--- src/hdl/head_defs.svh ---
`ifndef HEAD_DEFS_SVH
`define HEAD_DEFS_SVH

`define HEAD_CH        16     // feature channels
`define HEAD_PIX       16     // pixels per channel
`define HEAD_OUT       10     // class scores

`define HEAD_DATA_W    8
`define HEAD_ACC_W     32
`define HEAD_MUL_W     16
`define HEAD_SHIFT_W   6

`define HEAD_ADDR_W    10
`define HEAD_POOL_BASE 256    // pooled vector, one byte per channel

`endif

--- src/hdl/head_pkg.sv ---
`include "head_defs.svh"

package head_pkg;

    typedef logic signed [`HEAD_DATA_W-1:0]  act_t;
    typedef logic signed [`HEAD_ACC_W-1:0]   acc_t;
    typedef logic signed [`HEAD_MUL_W-1:0]   mul_t;
    typedef logic        [`HEAD_SHIFT_W-1:0] shift_t;
    typedef logic        [`HEAD_ADDR_W-1:0]  addr_t;
    typedef logic        [3:0]               out_idx_t;

    typedef enum logic {BUS_RD, BUS_WR} bus_op_t;
    typedef enum logic {PARAM_WEIGHT, PARAM_BIAS} param_sel_t;

    typedef enum logic [1:0] {GAP_IDLE, GAP_ISSUE, GAP_DRAIN, GAP_WRITE} gap_state_t;
    typedef enum logic [1:0] {FC_IDLE, FC_FETCH, FC_MAC, FC_EMIT} fc_state_t;

    localparam int ACT_MAX = 2 ** (`HEAD_DATA_W - 1) - 1;
    localparam int ACT_MIN = -ACT_MAX - 1;

    // multiply, arithmetic shift, saturate; truncating, no rounding
    function automatic act_t requant(acc_t acc, mul_t mul, shift_t shift);
        logic signed [`HEAD_ACC_W+`HEAD_MUL_W-1:0] prod;
        logic signed [`HEAD_ACC_W+`HEAD_MUL_W-1:0] scaled;
        prod = acc * mul;
        scaled = prod >>> shift;
        if (scaled > ACT_MAX) begin
            return act_t'(ACT_MAX);
        end
        if (scaled < ACT_MIN) begin
            return act_t'(ACT_MIN);
        end
        return act_t'(scaled);
    endfunction

endpackage

--- src/hdl/fm_bus_if.sv ---
interface fm_bus_if;

    logic               req_valid;
    logic               req_ready;
    head_pkg::bus_op_t  op;
    head_pkg::addr_t    addr;
    head_pkg::act_t     wdata;
    logic               rvalid;       // one cycle after a read transfers
    head_pkg::act_t     rdata;

    modport requester (
        output req_valid,
        output op,
        output addr,
        output wdata,
        input  req_ready,
        input  rvalid,
        input  rdata
    );

    modport arbiter (
        input  req_valid,
        input  op,
        input  addr,
        input  wdata,
        output req_ready,
        output rvalid,
        output rdata
    );

endinterface

--- src/hdl/gap_engine.sv ---
`include "head_defs.svh"

module gap_engine (
    input  logic              clk,
    input  logic              rst_n,
    input  logic              start,
    input  logic              fc_busy,
    input  head_pkg::mul_t    gap_mul,
    input  head_pkg::shift_t  gap_shift,
    fm_bus_if.requester       bus,
    output logic              pool_done
);

    localparam int CH_W = $clog2(`HEAD_CH);
    localparam int PIX_W = $clog2(`HEAD_PIX);
    localparam logic [PIX_W:0] PIX_CNT = `HEAD_PIX;

    head_pkg::gap_state_t state;
    logic [CH_W-1:0]      ch;
    logic [PIX_W-1:0]     pix;
    logic [PIX_W:0]       rcnt;         // returned reads this channel
    head_pkg::acc_t       sum;
    head_pkg::act_t       pooled;
    head_pkg::addr_t      rd_addr;
    head_pkg::addr_t      wr_addr;
    logic                 xfer;

    assign rd_addr = head_pkg::addr_t'(ch * `HEAD_PIX + pix);
    assign wr_addr = head_pkg::addr_t'(`HEAD_POOL_BASE + ch);
    assign xfer = bus.req_valid && bus.req_ready;

    assign bus.req_valid = (state == head_pkg::GAP_ISSUE) || (state == head_pkg::GAP_WRITE);
    assign bus.op = (state == head_pkg::GAP_WRITE) ? head_pkg::BUS_WR : head_pkg::BUS_RD;
    assign bus.addr = (state == head_pkg::GAP_WRITE) ? wr_addr : rd_addr;
    assign bus.wdata = pooled;

    always_ff @(posedge clk or negedge rst_n) begin
        if (!rst_n) begin
            state <= head_pkg::GAP_IDLE;
            ch <= '0;
            pix <= '0;
            rcnt <= '0;
            sum <= '0;
            pooled <= '0;
            pool_done <= 1'b0;
        end else begin
            pool_done <= 1'b0;
            if (bus.rvalid) begin
                sum <= sum + head_pkg::acc_t'(bus.rdata);   // sign extended
                rcnt <= rcnt + 1'b1;
            end
            case (state)
                head_pkg::GAP_IDLE: begin
                    if (start && !fc_busy && !pool_done) begin
                        ch <= '0;
                        pix <= '0;
                        rcnt <= '0;
                        sum <= '0;
                        state <= head_pkg::GAP_ISSUE;
                    end
                end
                head_pkg::GAP_ISSUE: begin
                    if (xfer) begin
                        pix <= pix + 1'b1;
                        if (pix == PIX_W'(`HEAD_PIX - 1)) begin
                            state <= head_pkg::GAP_DRAIN;
                        end
                    end
                end
                head_pkg::GAP_DRAIN: begin
                    if (rcnt == PIX_CNT) begin
                        pooled <= head_pkg::requant(sum, gap_mul, gap_shift);
                        state <= head_pkg::GAP_WRITE;
                    end
                end
                default: begin
                    if (xfer) begin
                        sum <= '0;
                        rcnt <= '0;
                        pix <= '0;
                        if (ch == CH_W'(`HEAD_CH - 1)) begin
                            pool_done <= 1'b1;     // last pooled byte granted
                            state <= head_pkg::GAP_IDLE;
                        end else begin
                            ch <= ch + 1'b1;
                            state <= head_pkg::GAP_ISSUE;
                        end
                    end
                end
            endcase
        end
    end

endmodule

--- src/flat_wrapper.sv ---
// flat-port wrapper written by rule: the top's interface ports become plain ports
module gap_engine_flat 
  (clk, rst_n, start, fc_busy, gap_mul, gap_shift, pool_done, bus_req_valid, bus_op, bus_addr, bus_wdata, bus_req_ready, bus_rvalid, bus_rdata);
  fm_bus_if bus_i ();
  input  logic clk;
  input  logic rst_n;
  input  logic start;
  input  logic fc_busy;
  input  head_pkg::mul_t gap_mul;
  input  head_pkg::shift_t gap_shift;
  output logic pool_done;
  output wire logic [$bits(bus_i.req_valid)-1:0] bus_req_valid;
  output wire logic [$bits(bus_i.op)-1:0] bus_op;
  output wire logic [$bits(bus_i.addr)-1:0] bus_addr;
  output wire logic [$bits(bus_i.wdata)-1:0] bus_wdata;
  input wire logic [$bits(bus_i.req_ready)-1:0] bus_req_ready;
  input wire logic [$bits(bus_i.rvalid)-1:0] bus_rvalid;
  input wire logic [$bits(bus_i.rdata)-1:0] bus_rdata;
  assign bus_req_valid = bus_i.req_valid;
  assign bus_op = bus_i.op;
  assign bus_addr = bus_i.addr;
  assign bus_wdata = bus_i.wdata;
  assign bus_i.req_ready = bus_req_ready;
  assign bus_i.rvalid = bus_rvalid;
  assign bus_i.rdata = bus_rdata;
  gap_engine u_core (.clk(clk), .rst_n(rst_n), .start(start), .fc_busy(fc_busy), .gap_mul(gap_mul), .gap_shift(gap_shift), .bus(bus_i), .pool_done(pool_done));
endmodule
--- config.mk ---
export PLATFORM = sky130hd
export DESIGN_NAME = gap_engine_flat
export DESIGN_NICKNAME = d
export VERILOG_FILES = /design/src/hdl/head_pkg.sv /design/src/hdl/fm_bus_if.sv /design/src/hdl/gap_engine.sv /design/src/flat_wrapper.sv
export VERILOG_INCLUDE_DIRS = /design/src /design/src/hdl
export SDC_FILE = /design/constraint.sdc
export NUM_CORES = 2
export LEC_CHECK = 0
export BUFFER_PORTS_ARGS = -buffer_cell sky130_fd_sc_hd__buf_2
export CORE_AREA = 10 10 378 197
export CTS_CLUSTER_SIZE = 10
export DETAILED_ROUTE_END_ITERATION = 7
export DIE_AREA = 0 0 388 207
export PLACE_DENSITY_LB_ADDON = 0.1
export RECOVER_POWER = 100
export SLEW_MARGIN = 5
export SYNTH_ARGS = -nofsm -noshare
export SYNTH_HDL_FRONTEND = slang
export SYNTH_SLANG_ARGS = --single-unit
--- constraint.sdc ---
create_clock -name clk -period 16.65 [get_ports clk]
set_input_delay 3.33 -clock clk [delete_from_list [all_inputs] [get_ports clk]]
set_output_delay 3.33 -clock clk [all_outputs]
set_load 0.005 [all_outputs]
==> metrics.md <==
| Metric | Value |
|---|---|
| Outcome | finished, violations left |
| Failing checks | max-capacitance violations, max-slew violations |
| Syn_nets | 3787 |
| First-pass GRT wire length | between 100000 and 150000 µm |
| CP Data Arrival Time | 15.35 ns |
| Initial DRT Pass Iterations | 7 |
| Xor-xnor portion of the synthesized cell area | 0.02421 |
| Clock-pin slew on the worst setup and hold paths | 0.08 ns |
| Main area contributors after synthesis | fa_1 (36%), and2_1 (7.9%), ha_1 (7.2%) |
| Detailed Route WL | 92200 µm |
| Hold path startpoint | u_core.bus.wdata[7]$_DFFE_PN0P_ |
| Max Cap Viol | 4 |
| Reg2reg start | u_core.sum[11]$_DFF_PN0_ |
| Remaining DRCs | 0 |
| Largest family of logic cells by synthesized area | adder cells |
| # resized after CTS | 0 |
| Distinct cells, synth | 90 |
| Tcrit/Tclk final | 0.9067 |
| Number of flops mapped to enable cells by yosys | 0 |
| Placed cell count | 3923 |
| Post-synthesis async set-or-reset flop share | 1.000 |
| Top-area cell type share of the netlist area | 0.3634 |
| Nets | 3697 |
| Worst R2R Path Depth | 24 |
| Cell with the most instances after synthesis | fa_1 |
| Syn-to-layout area delta | 4.021% |
| Crit-path max FO | 32 |
| Area of the multi-input gates | 22950 µm² |
| Seq/Total Area, Yosys | 0.05224 |
| Gpl congestion | 0.9641 |
| Avg Vias per Cell | 5.628 |
| Measured slew at the worst slew-check pin | 3.615 ns |
| Vias in the first global route | 22917 |
| Synth Area per Inst | 8.626 µm² |
| Synthesis-stage register bit count | between 50 and 60 |
| Non-filler cells, final | 3935 |
| Final hold vios | 0 |
| H-tree depth | 2 |
| Setup CP Type | in -> reg |
| Largest net degree at the start of global routing | 78 |
| Final setup fails | 0 |
| IO Port Bufs | 55 |
| Row Count | 68 |
| TritonCTS clock tree | done |
| Reg2reg end | u_core.bus.wdata[5]$_DFFE_PN0P_ |
| All-Layer GR Usage | 0.2321 |
| Mapped Area | 26830 µm² |
| Core Region | 67980 µm² |
| Hold_buf cts | 0 |
| Worst setup EP type | flop |
| Chip height | 207 µm |
| Hold Path Depth | 1 |
| Synth Area in Compound Gates | 0.1270 |
| Worst slew margin | -1.410 |
| Clk sinks | 56 |
| CP required | 16.90 ns |
| Max Fclk | 66.24 MHz |
| Cells after synthesis | 3110 |
| Hold Path Class | reg -> reg |
| Share of cells above drive strength 1 | 0.05197 |
| Cell accounting for the most synthesized area | fa_1 |
| Routed len/inst | 23.43 µm |
| Final period demand of the worst path | 15.10 ns |
| Post-route ant nets | 0 |
| Global route overflow | 0 |
| Clock Latency Late Sink | 0.35 ns |
| Num CTS Buffers | 5 |
| Initial antenna violation count | 3 |
| Mux contribution to synthesized area | 0.06707 |
| DR iter-0 viols | 2226 |
| CTS Root Buffer Type | clkbuf_16 |
| Count of pins over their slew limit | 158 |
| Chip width | between 300 and 400 µm |
| DP HPWL | 73750 µm |
| Crit start category | input port |
| RSZ-0062 raised after global routing | no |
| Synth warnings | 0 |
| # IOs | 57 |
| Post-CTS Setup Bufs | 0 |
| Post-route setup TNS | 0 ns |
| Filler cells | 6883 |
| Simple-gate portion of the synthesized area | 0.2020 |
| Commonest cells post-synth | fa_1 (487), inv_1 (471), and2_1 (340), nand2_1 (283), nor2_1 (179) |
| Vias | around 22000 |
| Full die area | approximately 80000 µm² |
| Ys flop type | dfrtp_1 |
| Hold-critical path endpoint | u_core.bus.wdata[7]$_DFFE_PN0P_ |
| CTS Buffer Depth | 2 |
| FF-to-FF setup slack | between 5 and 6 ns |
| Fin Clk Skew | 0.01647 ns |
| Adder-cell share of the synthesized area | 0.4353 |
| Starting Density | 0.3946 |
| Sequential cell area | 1401 µm² |
==> metal layers <==
metal / vias to the layer above / GRT usage / wire (µm)
li1: 9983 / - / -
met3: 46 / 0.05314 / 8707
met2: 863 / 0.2951 / 33620
met5: - / 0 / 0
met1: 11255 / 0.3894 / 49150
met4: 0 / 0.02482 / 725
==> state kept, by name, indices dropped and copies added, names as in the netlist <==
| name | cells |
|---|---|
| u_core.rcnt | 5 |
| u_core.pix | 4 |
| u_core.pool_done | 1 |
| u_core.ch | 4 |
| u_core.bus.wdata | 8 |
| u_core.sum | 32 |
| u_core.state | 2 |
==> worst max-delay path, stage by stage <==
cell	delay (ns)
clkbuf_1	1.59
nand2_1	0.20
fa_1	0.61
fa_1	0.45
fa_1	0.54
fa_1	0.58
fa_1	0.56
inv_1	0.06
fa_1	0.50
ha_1	0.41
a21oi_1	0.32
o211ai_1	0.19
a21bo_2	0.24
or3_1	0.38
o31ai_2	0.70
o21ai_0	0.26
xor2_1	0.47
o211ai_1	0.37
mux2_2	0.42
mux2_1	0.34
o211ai_1	0.88
a22oi_1	0.16
o41ai_1	0.89
a31oi_1	0.49
o32ai_2	0.34
==> stage by stage <==
| stage | utilization | worst slack [ns] | hold slack (ns) | cell area [µm²] |
|---|---|---|---|---|
| after floorplan | - | 5.098 | 0.4694 | 26830 |
| after global placement | 0.4085 | 2.780 | 0.4909 | 27770 |
| after detailed placement | 0.4085 | 2.781 | 0.4914 | 27770 |
| after CTS | 0.4110 | 3.095 | 0.5199 | 27940 |
| after global routing | 0.4104 | 1.197 | 0.5517 | 27900 |
| final | 0.4105 | 1.553 | 0.5147 | 27900 |
==> cells in the final DEF, fill, tap and decap left out, types with 52 or more instances in the layout <==
cell and count:
xnor2_1 52, a21oi_1 95, nor2_1 179, o21ai_0 89, ha_1 154, inv_1 470, dfrtp_1 56, nand2_1 283
fa_1 487, mux2i_1 83, and2_1 338
==> logic make-up after synthesis <==
kind of cell / count (synthesis)
simple gates: 1055
buf+inv: 653
fa+ha+maj: 641
compound gates: 494
mux: 138
xor+xnor: 72
flops: 56
other cells: 1
==> how the worst max path moves through the flow <==
stage	from	cells past startpoint	slack (ns)	endpoint
6_report	gap_mul[10]	25	1.55	u_core.bus.wdata[5]$_DFFE_PN0P_
5_1_grt	gap_mul[10]	25	1.20	u_core.bus.wdata[5]$_DFFE_PN0P_
4_1_cts	gap_mul[12]	25	3.09	u_core.bus.wdata[5]$_DFFE_PN0P_
3_5_place_dp	gap_mul[12]	25	2.78	u_core.bus.wdata[5]$_DFFE_PN0P_
3_3_place_gp	gap_mul[12]	25	2.78	u_core.bus.wdata[5]$_DFFE_PN0P_
2_1_floorplan	gap_mul[15]	30	5.10	u_core.bus.wdata[6]$_DFFE_PN0P_
==> final cells by class <==
cell class | instances | share of cell area
clock buffer | 5 | 0.004484
inverter | 472 | 0.06349
clock inverter | 3 | 0.001704
antenna | 4 | 0.0003587
multi-input combinational | 2401 | 0.8225
timing repair buffer | 84 | 0.01641
sequential | 56 | 0.05022
tap | 910 | 0.04080
Power is left out: the tool's default activity adds up to more than one toggle a clock period on the data nets, which glitch-free logic cannot reach.
