$ cat src/hdl/head_defs.svh
`ifndef HEAD_DEFS_SVH
`define HEAD_DEFS_SVH

`define HEAD_CH        16     // feature channels
`define HEAD_PIX       16     // pixels per channel
`define HEAD_OUT       10     // class scores

`define HEAD_DATA_W    8
`define HEAD_ACC_W     32
`define HEAD_MUL_W     16
`define HEAD_SHIFT_W   6

`define HEAD_ADDR_W    10
`define HEAD_POOL_BASE 256    // pooled vector, one byte per channel

`endif

$ cat src/hdl/head_pkg.sv
`include "head_defs.svh"

package head_pkg;

    typedef logic signed [`HEAD_DATA_W-1:0]  act_t;
    typedef logic signed [`HEAD_ACC_W-1:0]   acc_t;
    typedef logic signed [`HEAD_MUL_W-1:0]   mul_t;
    typedef logic        [`HEAD_SHIFT_W-1:0] shift_t;
    typedef logic        [`HEAD_ADDR_W-1:0]  addr_t;
    typedef logic        [3:0]               out_idx_t;

    typedef enum logic {BUS_RD, BUS_WR} bus_op_t;
    typedef enum logic {PARAM_WEIGHT, PARAM_BIAS} param_sel_t;

    typedef enum logic [1:0] {GAP_IDLE, GAP_ISSUE, GAP_DRAIN, GAP_WRITE} gap_state_t;
    typedef enum logic [1:0] {FC_IDLE, FC_FETCH, FC_MAC, FC_EMIT} fc_state_t;

    localparam int ACT_MAX = 2 ** (`HEAD_DATA_W - 1) - 1;
    localparam int ACT_MIN = -ACT_MAX - 1;

    // multiply, arithmetic shift, saturate; truncating, no rounding
    function automatic act_t requant(acc_t acc, mul_t mul, shift_t shift);
        logic signed [`HEAD_ACC_W+`HEAD_MUL_W-1:0] prod;
        logic signed [`HEAD_ACC_W+`HEAD_MUL_W-1:0] scaled;
        prod = acc * mul;
        scaled = prod >>> shift;
        if (scaled > ACT_MAX) begin
            return act_t'(ACT_MAX);
        end
        if (scaled < ACT_MIN) begin
            return act_t'(ACT_MIN);
        end
        return act_t'(scaled);
    endfunction

endpackage

$ cat src/hdl/fm_bus_if.sv
interface fm_bus_if;

    logic               req_valid;
    logic               req_ready;
    head_pkg::bus_op_t  op;
    head_pkg::addr_t    addr;
    head_pkg::act_t     wdata;
    logic               rvalid;       // one cycle after a read transfers
    head_pkg::act_t     rdata;

    modport requester (
        output req_valid,
        output op,
        output addr,
        output wdata,
        input  req_ready,
        input  rvalid,
        input  rdata
    );

    modport arbiter (
        input  req_valid,
        input  op,
        input  addr,
        input  wdata,
        output req_ready,
        output rvalid,
        output rdata
    );

endinterface

$ cat src/hdl/fm_arbiter.sv
module fm_arbiter (
    input  logic             clk,
    input  logic             rst_n,
    fm_bus_if.arbiter        host,
    fm_bus_if.arbiter        gap,
    fm_bus_if.arbiter        fc,
    output logic             en,
    output logic             we,
    output head_pkg::addr_t  addr,
    output head_pkg::act_t   wdata,
    input  head_pkg::act_t   rdata
);

    logic [2:0]        valid;
    logic [2:0]        grant;
    logic [1:0]        ptr;          // requester with top priority
    logic [1:0]        win;
    head_pkg::bus_op_t win_op;
    logic              rd_pend;
    logic [1:0]        rd_owner;

    assign valid = {fc.req_valid, gap.req_valid, host.req_valid};

    always_comb begin
        int idx;
        grant = '0;
        win = '0;
        for (int k = 0; k < 3; k++) begin
            idx = (int'(ptr) + k) % 3;
            if (valid[idx] && grant == '0) begin
                grant[idx] = 1'b1;
                win = 2'(idx);
            end
        end
    end

    always_comb begin
        case (win)
            2'd1: begin
                win_op = gap.op;
                addr = gap.addr;
                wdata = gap.wdata;
            end
            2'd2: begin
                win_op = fc.op;
                addr = fc.addr;
                wdata = fc.wdata;
            end
            default: begin
                win_op = host.op;
                addr = host.addr;
                wdata = host.wdata;
            end
        endcase
    end

    assign en = |grant;
    assign we = en && (win_op == head_pkg::BUS_WR);

    assign host.req_ready = grant[0];
    assign gap.req_ready = grant[1];
    assign fc.req_ready = grant[2];

    always_ff @(posedge clk or negedge rst_n) begin
        if (!rst_n) begin
            ptr <= '0;
            rd_pend <= 1'b0;
            rd_owner <= '0;
        end else begin
            rd_pend <= en && !we;
            if (en) begin
                rd_owner <= win;
                ptr <= (win == 2'd2) ? 2'd0 : win + 2'd1;   // rotate past winner
            end
        end
    end

    // route returning read data to whoever issued it
    assign host.rvalid = rd_pend && (rd_owner == 2'd0);
    assign gap.rvalid = rd_pend && (rd_owner == 2'd1);
    assign fc.rvalid = rd_pend && (rd_owner == 2'd2);

    assign host.rdata = rdata;
    assign gap.rdata = rdata;
    assign fc.rdata = rdata;

endmodule

$ cat src/flat_wrapper.sv
// flat-port wrapper written by rule: the top's interface ports become plain ports
module fm_arbiter_flat 
  (clk, rst_n, en, we, addr, wdata, rdata, host_req_valid, host_op, host_addr, host_wdata, host_req_ready, host_rvalid, host_rdata, gap_req_valid, gap_op, gap_addr, gap_wdata, gap_req_ready, gap_rvalid, gap_rdata, fc_req_valid, fc_op, fc_addr, fc_wdata, fc_req_ready, fc_rvalid, fc_rdata);
  fm_bus_if host_i ();
  fm_bus_if gap_i ();
  fm_bus_if fc_i ();
  input  logic clk;
  input  logic rst_n;
  output logic en;
  output logic we;
  output head_pkg::addr_t addr;
  output head_pkg::act_t wdata;
  input  head_pkg::act_t rdata;
  input wire logic [$bits(host_i.req_valid)-1:0] host_req_valid;
  input wire logic [$bits(host_i.op)-1:0] host_op;
  input wire logic [$bits(host_i.addr)-1:0] host_addr;
  input wire logic [$bits(host_i.wdata)-1:0] host_wdata;
  output wire logic [$bits(host_i.req_ready)-1:0] host_req_ready;
  output wire logic [$bits(host_i.rvalid)-1:0] host_rvalid;
  output wire logic [$bits(host_i.rdata)-1:0] host_rdata;
  input wire logic [$bits(gap_i.req_valid)-1:0] gap_req_valid;
  input wire logic [$bits(gap_i.op)-1:0] gap_op;
  input wire logic [$bits(gap_i.addr)-1:0] gap_addr;
  input wire logic [$bits(gap_i.wdata)-1:0] gap_wdata;
  output wire logic [$bits(gap_i.req_ready)-1:0] gap_req_ready;
  output wire logic [$bits(gap_i.rvalid)-1:0] gap_rvalid;
  output wire logic [$bits(gap_i.rdata)-1:0] gap_rdata;
  input wire logic [$bits(fc_i.req_valid)-1:0] fc_req_valid;
  input wire logic [$bits(fc_i.op)-1:0] fc_op;
  input wire logic [$bits(fc_i.addr)-1:0] fc_addr;
  input wire logic [$bits(fc_i.wdata)-1:0] fc_wdata;
  output wire logic [$bits(fc_i.req_ready)-1:0] fc_req_ready;
  output wire logic [$bits(fc_i.rvalid)-1:0] fc_rvalid;
  output wire logic [$bits(fc_i.rdata)-1:0] fc_rdata;
  assign host_i.req_valid = host_req_valid;
  assign host_i.op = host_op;
  assign host_i.addr = host_addr;
  assign host_i.wdata = host_wdata;
  assign host_req_ready = host_i.req_ready;
  assign host_rvalid = host_i.rvalid;
  assign host_rdata = host_i.rdata;
  assign gap_i.req_valid = gap_req_valid;
  assign gap_i.op = gap_op;
  assign gap_i.addr = gap_addr;
  assign gap_i.wdata = gap_wdata;
  assign gap_req_ready = gap_i.req_ready;
  assign gap_rvalid = gap_i.rvalid;
  assign gap_rdata = gap_i.rdata;
  assign fc_i.req_valid = fc_req_valid;
  assign fc_i.op = fc_op;
  assign fc_i.addr = fc_addr;
  assign fc_i.wdata = fc_wdata;
  assign fc_req_ready = fc_i.req_ready;
  assign fc_rvalid = fc_i.rvalid;
  assign fc_rdata = fc_i.rdata;
  fm_arbiter u_core (.clk(clk), .rst_n(rst_n), .host(host_i), .gap(gap_i), .fc(fc_i), .en(en), .we(we), .addr(addr), .wdata(wdata), .rdata(rdata));
endmodule
$ cat config.mk
export PLATFORM = sky130hd
export DESIGN_NAME = fm_arbiter_flat
export DESIGN_NICKNAME = d
export VERILOG_FILES = /design/src/hdl/head_pkg.sv /design/src/hdl/fm_bus_if.sv /design/src/hdl/fm_arbiter.sv /design/src/flat_wrapper.sv
export VERILOG_INCLUDE_DIRS = /design/src /design/src/hdl
export SDC_FILE = /design/constraint.sdc
export NUM_CORES = 1
export LEC_CHECK = 0
export ABC_AREA = 1
export BUFFER_PORTS_ARGS = -buffer_cell sky130_fd_sc_hd__buf_4
export CORE_UTILIZATION = 37
export CTS_CLUSTER_SIZE = 14
export DETAILED_ROUTE_END_ITERATION = 6
export PLACE_DENSITY_LB_ADDON = 0.05
export SLEW_MARGIN = 20
export SYNTH_ARGS = -nofsm -noshare
export SYNTH_HDL_FRONTEND = slang
export SYNTH_SLANG_ARGS = --single-unit
$ cat constraint.sdc
create_clock -name clk -period 3.6 [get_ports clk]
set_input_delay 0.18 -clock clk [delete_from_list [all_inputs] [get_ports clk]]
set_output_delay 0.18 -clock clk [all_outputs]
set_load 0.01 [all_outputs]
==> impl_metrics.csv, run 1 <==
group,metric,value,unit
sta,clock_skew,4.28,ps
sta,fin_ws,235,ps
synth,yosys_register_bits,5,
drt,drt_iter0_markers,44,
grt,antenna_found_initial,0,
grt,grt_pass1_wl,5730,µm
clocking,clockRootBuffer,"clkbuf_4",
synth,synth_cell_type_count,25,
synth,synth_area_leaders,"a21oi_1, buf_4, nand2_1",
place,hpwl,3150,µm
sta,hold_viol_final,0,
floorplan,fp.dieW,59.7,µm
drt,drcViolationCount,0,
floorplan,dieArea,3570,µm²
clocking,clk_latency,260,ps
synth,synthAdderAreaFrac,0.0812,
place,dp_slack,391,ps
clocking,clk_pin_slew,50,ps
sta,clock.fmax,297,MHz
synth,syn_area,1230,µm²
synth,yosysTopAreaCell,"a21oi_1",
place,port_buffers,87,
critical_path,cp.required,3420,ps
critical_path,arrival,3180,ps
clocking,cts.sinks,5,
layout,nNetsFinal,352,
sta,fin_crit_sh,0.935,
floorplan,io_pins,120,
grt,grt_pass1_vias,1393,
sta,min_period,3360,ps
floorplan,die_h,59.7,µm
synth,yosys.area_share.xor_xnor,0,
drt,viasPerCell,4.67,
place,gp_congestion,0.899,
synth,postSynthAreaPerCell,5.95,µm²
sta,relSlewSlack,0.853,
clocking,cts_made_buffers,3,
drt,drtAntennaViolNets,0,
drt,wirelength,3730,µm
synth,yosysSeqAreaShare,0.102,
drt,routedWlPerCell,11.8,µm
critical_path,endpoint_kind,"output pin",
clocking,cts_tree,"built",
layout,layout-drive-gt1-share,0.432,
grt,gr-total-overflow,0,
sta,finalSetupTns,0,ps
floorplan,core,3100,µm²
synth,synthMuxAreaShare,0,
synth,ys_warn_count,0,
sta,slew_violations,0,
synth,synthSimpleGateAreaFrac,0.372,
layout,utilization,0.586,
floorplan,fp-row-count,20,
synth,synth_top_area_share,0.150,
drt,drt_pass1_iterations,4,
grt,grt_max_degree,21,
outcome,outcome,"complete, no violations",
synth,synth_top_family_by_area,"simple AND/OR/NAND/NOR gates",
layout,synthToLayoutAreaGrowth,47.6,%
critical_path,worstSetupStartpointType,"register",
floorplan,start_util,0.397,
hold_path,hp-class,"in2async",
flow_run,maxCapViolCount,0,
layout,antenna_cells,0,
synth,syn_nets,285,
synth,synth_compound_area_frac,0.220,
synth,synthCells,207,
critical_path,cp_max_fo,20,
drt,vias,1481,
clocking,cts_htree_levels,1,
critical_path,path_class,"reg2out",
grt,grt_use_total,0.213,
sta,tightestPinTransition,219,ps
sta,rsz0062_at_grt,"yes",
clocking,ctsLongestPathBuffers,2,
sta,finalSetupViolCount,0,
-- sequential cells by signal, summed over array words and instances (netlist names) --
| name | flops |
|---|---|
| u_core.ptr | 2 |
| u_core.rd_owner | 2 |
| u_core.rd_pend | 1 |
-- logic make-up after synthesis --
logic type,after synthesis
compound gates,46
fa+ha+maj,8
buf+inv,50
flops,5
simple gates,98
-- what timing repair did --
item	in CTS	in global routing
endpoints found under the hold margin	5	0
setup buffers	0	1
hold buffers	1	0
setup endpoints to repair	0	12
resized for setup	0	4
-- metal layers --
layer  vias to the layer above  track usage  routed length [µm]
met1                       630        0.247                1620
met5                         -            0                   0
met4                         0       0.0897                  55
met3                         5       0.0498                 240
met2                        72        0.371                1810
li1                        774            -                   -
-- layout make-up --
class                           count  area [µm²]
Clock buffer                        4        26.3
Fill cell                         327        1280
Inverter                           19        77.6
Multi-Input combinational cell    152         835
Sequential cell                     5         125
Tap cell                           44        55.1
Timing Repair Buffer               93         701
-- Yosys cell counts --
| cell | number |
|---|---|
| nand2_1 | 48 |
| a21oi_1 | 37 |
| buf_4 | 24 |
| nor2_1 | 24 |
| inv_1 | 13 |
| nand3_1 | 12 |
| ha_1 | 8 |
| clkbuf_1 | 6 |
| dfrtp_1 | 5 |
| inv_2 | 5 |
| nand2_2 | 4 |
| nand3_2 | 3 |
| o21ai_0 | 3 |
| nand2_4 | 2 |
| o21ai_2 | 2 |
| o21bai_4 | 2 |
| a21boi_1 | 1 |
| a22o_1 | 1 |
| buf_1 | 1 |
| clkinv_1 | 1 |
| nand4_1 | 1 |
| nor2_4 | 1 |
| nor2_8 | 1 |
| nor3_1 | 1 |
| nor3b_1 | 1 |
-- worst max-delay path, stage by stage, from the launching register on --
cell and delay [ps]:
dfrtp_1 410, inv_1 90, ha_2 330, inv_4 120, nand2_1 60, nand3_1 80, nand2_1 60, nand3_1 100
nand3_2 90, nor2_4 120, nand2_4 80, o21ai_2 190, inv_1 90, ha_1 340, buf_4 220, o21ai_0 210
a21boi_1 180, buf_4 140
-- through the flow --
| stage | instance area, µm² | hold slack [ps] | std cells |
|---|---|---|---|
| after floorplan | 1230 | -116 | 207 |
| after global placement | 1760 | -15.3 | 311 |
| after detailed placement | 1760 | -14.4 | 311 |
| after CTS | 1800 | 257 | 316 |
| after global routing | 1820 | 275 | 317 |
| final | 1820 | 259 | 317 |
-- layout by cell type, fill, tap and decap left out, types with 2 or more instances in the layout --
master    instances
nand3_2           3
nand2_2           4
a21oi_1          37
o21bai_4          2
nor2_1           24
nand2_4           2
clkbuf_4          3
o21ai_0           3
ha_2              2
nand2_1          48
ha_1              6
dfrtp_1           5
buf_4            92
inv_2             4
nand3_1          12
inv_1            13
o21ai_2           2
-- final timing paths --
check,from,to,slack (ps),cells after the start
min in group clk,host_op,u_core.rd_pend,290,4
worst min register to register,u_core.rd_owner[1],u_core.rd_owner[1],560,2
worst min-delay path,rst_n,u_core.ptr[1],260,2
worst max register to register,u_core.ptr[0],u_core.rd_pend,810,16
max in group asynchronous,rst_n,u_core.rd_pend,3230,2
worst max-delay path,u_core.ptr[0],we,240,17
Power of run 1 is not shown: default switching activity piles up to over one toggle a cycle in this logic, so the estimate is an artifact.
==> run 2: changes to the inputs <==
==> constraint.sdc (replaced) <==
create_clock -name clk -period 3.6 [get_ports clk]
set_input_delay 0.18 -clock clk [delete_from_list [all_inputs] [get_ports clk]]
set_output_delay 0.18 -clock clk [all_outputs]
set_load 0.1 [all_outputs]
==> impl_metrics.csv, run 2 (synthesis results as in run 1) <==
group,metric,value,unit
outcome,outcome,"complete, no violations",
sta,tightestPinTransition,283,ps
critical_path,path_buf_inv,6,
sta,rsz0062_at_grt,"yes",
grt,grt_pass1_wl,5650,µm
critical_path,crit_chain,"inv_1, ha_2, inv_4, nand2_1, nand3_1, nand2_1, nand3_1, nand3_2, nor2_4, nand2_4, o21ai_2, inv_1, ha_4, clkinv_1, buf_4, a21oi_2, a21oi_4, buf_4",
floorplan,io_pins,120,
sta,relSlewSlack,0.811,
critical_path,cp_max_fo,18,
layout,nNetsFinal,353,
clocking,cts_tree,"built",
layout,final_common_cell,"buf_4",
drt,drcViolationCount,0,
critical_path,worstSetupStartpointType,"register",
sta,clock_skew,4.16,ps
floorplan,fp-row-count,20,
hold_path,hp-class,"in2async",
critical_path,cpLargestDelayFamily,"buffers and inverters",
layout,mostFrequentLayoutCells,"buf_4, nand2_1, nor2_1",
drt,vias,1528,
sta,slew_violations,0,
sta,hold_viol_final,0,
drt,routedWlPerCell,11.2,µm
grt,antenna_found_initial,0,
layout,layout-drive-gt1-share,0.555,
sta,fin_crit_sh,0.934,
clocking,cts.sinks,5,
critical_path,cpMaxStageDelayCell,"dfrtp_1",
critical_path,arrival,3180,ps
place,place_inst,311,
place,port_buffers,87,
clocking,clk_pin_slew,40,ps
critical_path,path_class,"reg2out",
clocking,cts_htree_levels,1,
drt,drt_pass1_iterations,4,
place,gp_congestion,0.845,
sta,finalSetupViolCount,0,
sta,finalSetupTns,0,ps
critical_path,cpPeakStageDelay,400,ps
clocking,cts_made_buffers,3,
floorplan,fp.dieW,59.7,µm
layout,synthToLayoutAreaGrowth,64.7,%
clocking,clk_latency,240,ps
sta,min_period,3360,ps
grt,grt_pass1_vias,1403,
critical_path,crit_cells,18,
critical_path,endpoint_kind,"output pin",
drt,drt_iter0_markers,79,
grt,grt_max_degree,19,
sta,clock.fmax,297,MHz
floorplan,core,3100,µm²
clocking,ctsLongestPathBuffers,2,
drt,wirelength,3560,µm
floorplan,start_util,0.397,
layout,antenna_cells,0,
drt,viasPerCell,4.81,
layout,final_cells,318,
critical_path,cp.required,3420,ps
floorplan,die_h,59.7,µm
grt,gr-total-overflow,0,
floorplan,dieArea,3570,µm²
clocking,clockRootBuffer,"clkbuf_4",
flow_run,maxCapViolCount,0,
drt,drtAntennaViolNets,0,
grt,grt_use_total,0.203,
place,hpwl,2900,µm
critical_path,reg2regPathDepth,17,
layout,top_regs,"u_core.ptr: 2 flops, u_core.rd_owner: 2 flops, u_core.rd_pend: 1 flops",
-- run 2: cell count changes in the layout (fill, tap and decap cells not counted), moves of 2 or more --
cell     previous run  this run
a21oi_2             0        22
a21oi_1            37         6
a21oi_4             0         9
ha_1                6         4
-- run 2: repair_timing --
| item | in CTS | in global routing |
|---|---|---|
| buffers inserted | 0 | 2 |
| gates resized for setup | 0 | 20 |
| hold endpoints to repair | 5 | 0 |
| hold buffers | 1 | 0 |
| endpoints found under the setup margin | 0 | 19 |
-- run 2: worst paths after layout --
kind	start	endpoint	slack, ps
max in group asynchronous	rst_n	u_core.rd_pend	3200
worst min register to register	u_core.rd_owner[1]	u_core.rd_owner[1]	570
min in group clk	host_op	u_core.rd_pend	310
worst min-delay path	rst_n	u_core.ptr[1]	290
worst max-delay path	u_core.ptr[0]	wdata[3]	240
worst max register to register	u_core.ptr[0]	u_core.rd_pend	900
-- run 2: per-layer routing --
layer	share of wire	GRT usage	vias to the layer above
met2	0.52	0.356	75
li1	-	-	777
met1	0.39	0.238	672
met5	0	0	-
met3	0.075	0.0476	4
met4	0.0081	0.0764	0
-- run 2: area by class of cell --
class,count,area (µm²)
repair buffers,94,712
well taps,44,55.1
multi-input cells,152,1040
clock buffers,4,26.3
inverters,19,73.8
fillers,301,1070
flip-flops and latches,5,125
-- run 2: worst reg2reg max path, stage by stage (launching register included) --
cell and delay, ps:
dfrtp_1 400, inv_1 100, ha_2 330, inv_4 110, nand2_1 60, nand3_1 70
nand2_1 60, nand3_1 100, nand3_2 90, nor2_4 130, nand2_4 90, o21ai_2 190
inv_1 120, ha_2 300, a22o_1 210, nand2_1 60, o21ai_0 90, a21oi_1 120
-- run 2: through the flow --
stage	instance area [µm²]	util	hold WS, ps	setup WS [ps]
after global routing	2030	0.654	267	-23.7
after detailed placement	1900	0.613	-17.6	311
after CTS	1940	0.625	274	37.7
after global placement	1900	0.613	-16.0	353
after floorplan	1370	-	-116	-123
final	2030	0.654	288	237
Power of run 2 is left out for the same reason.
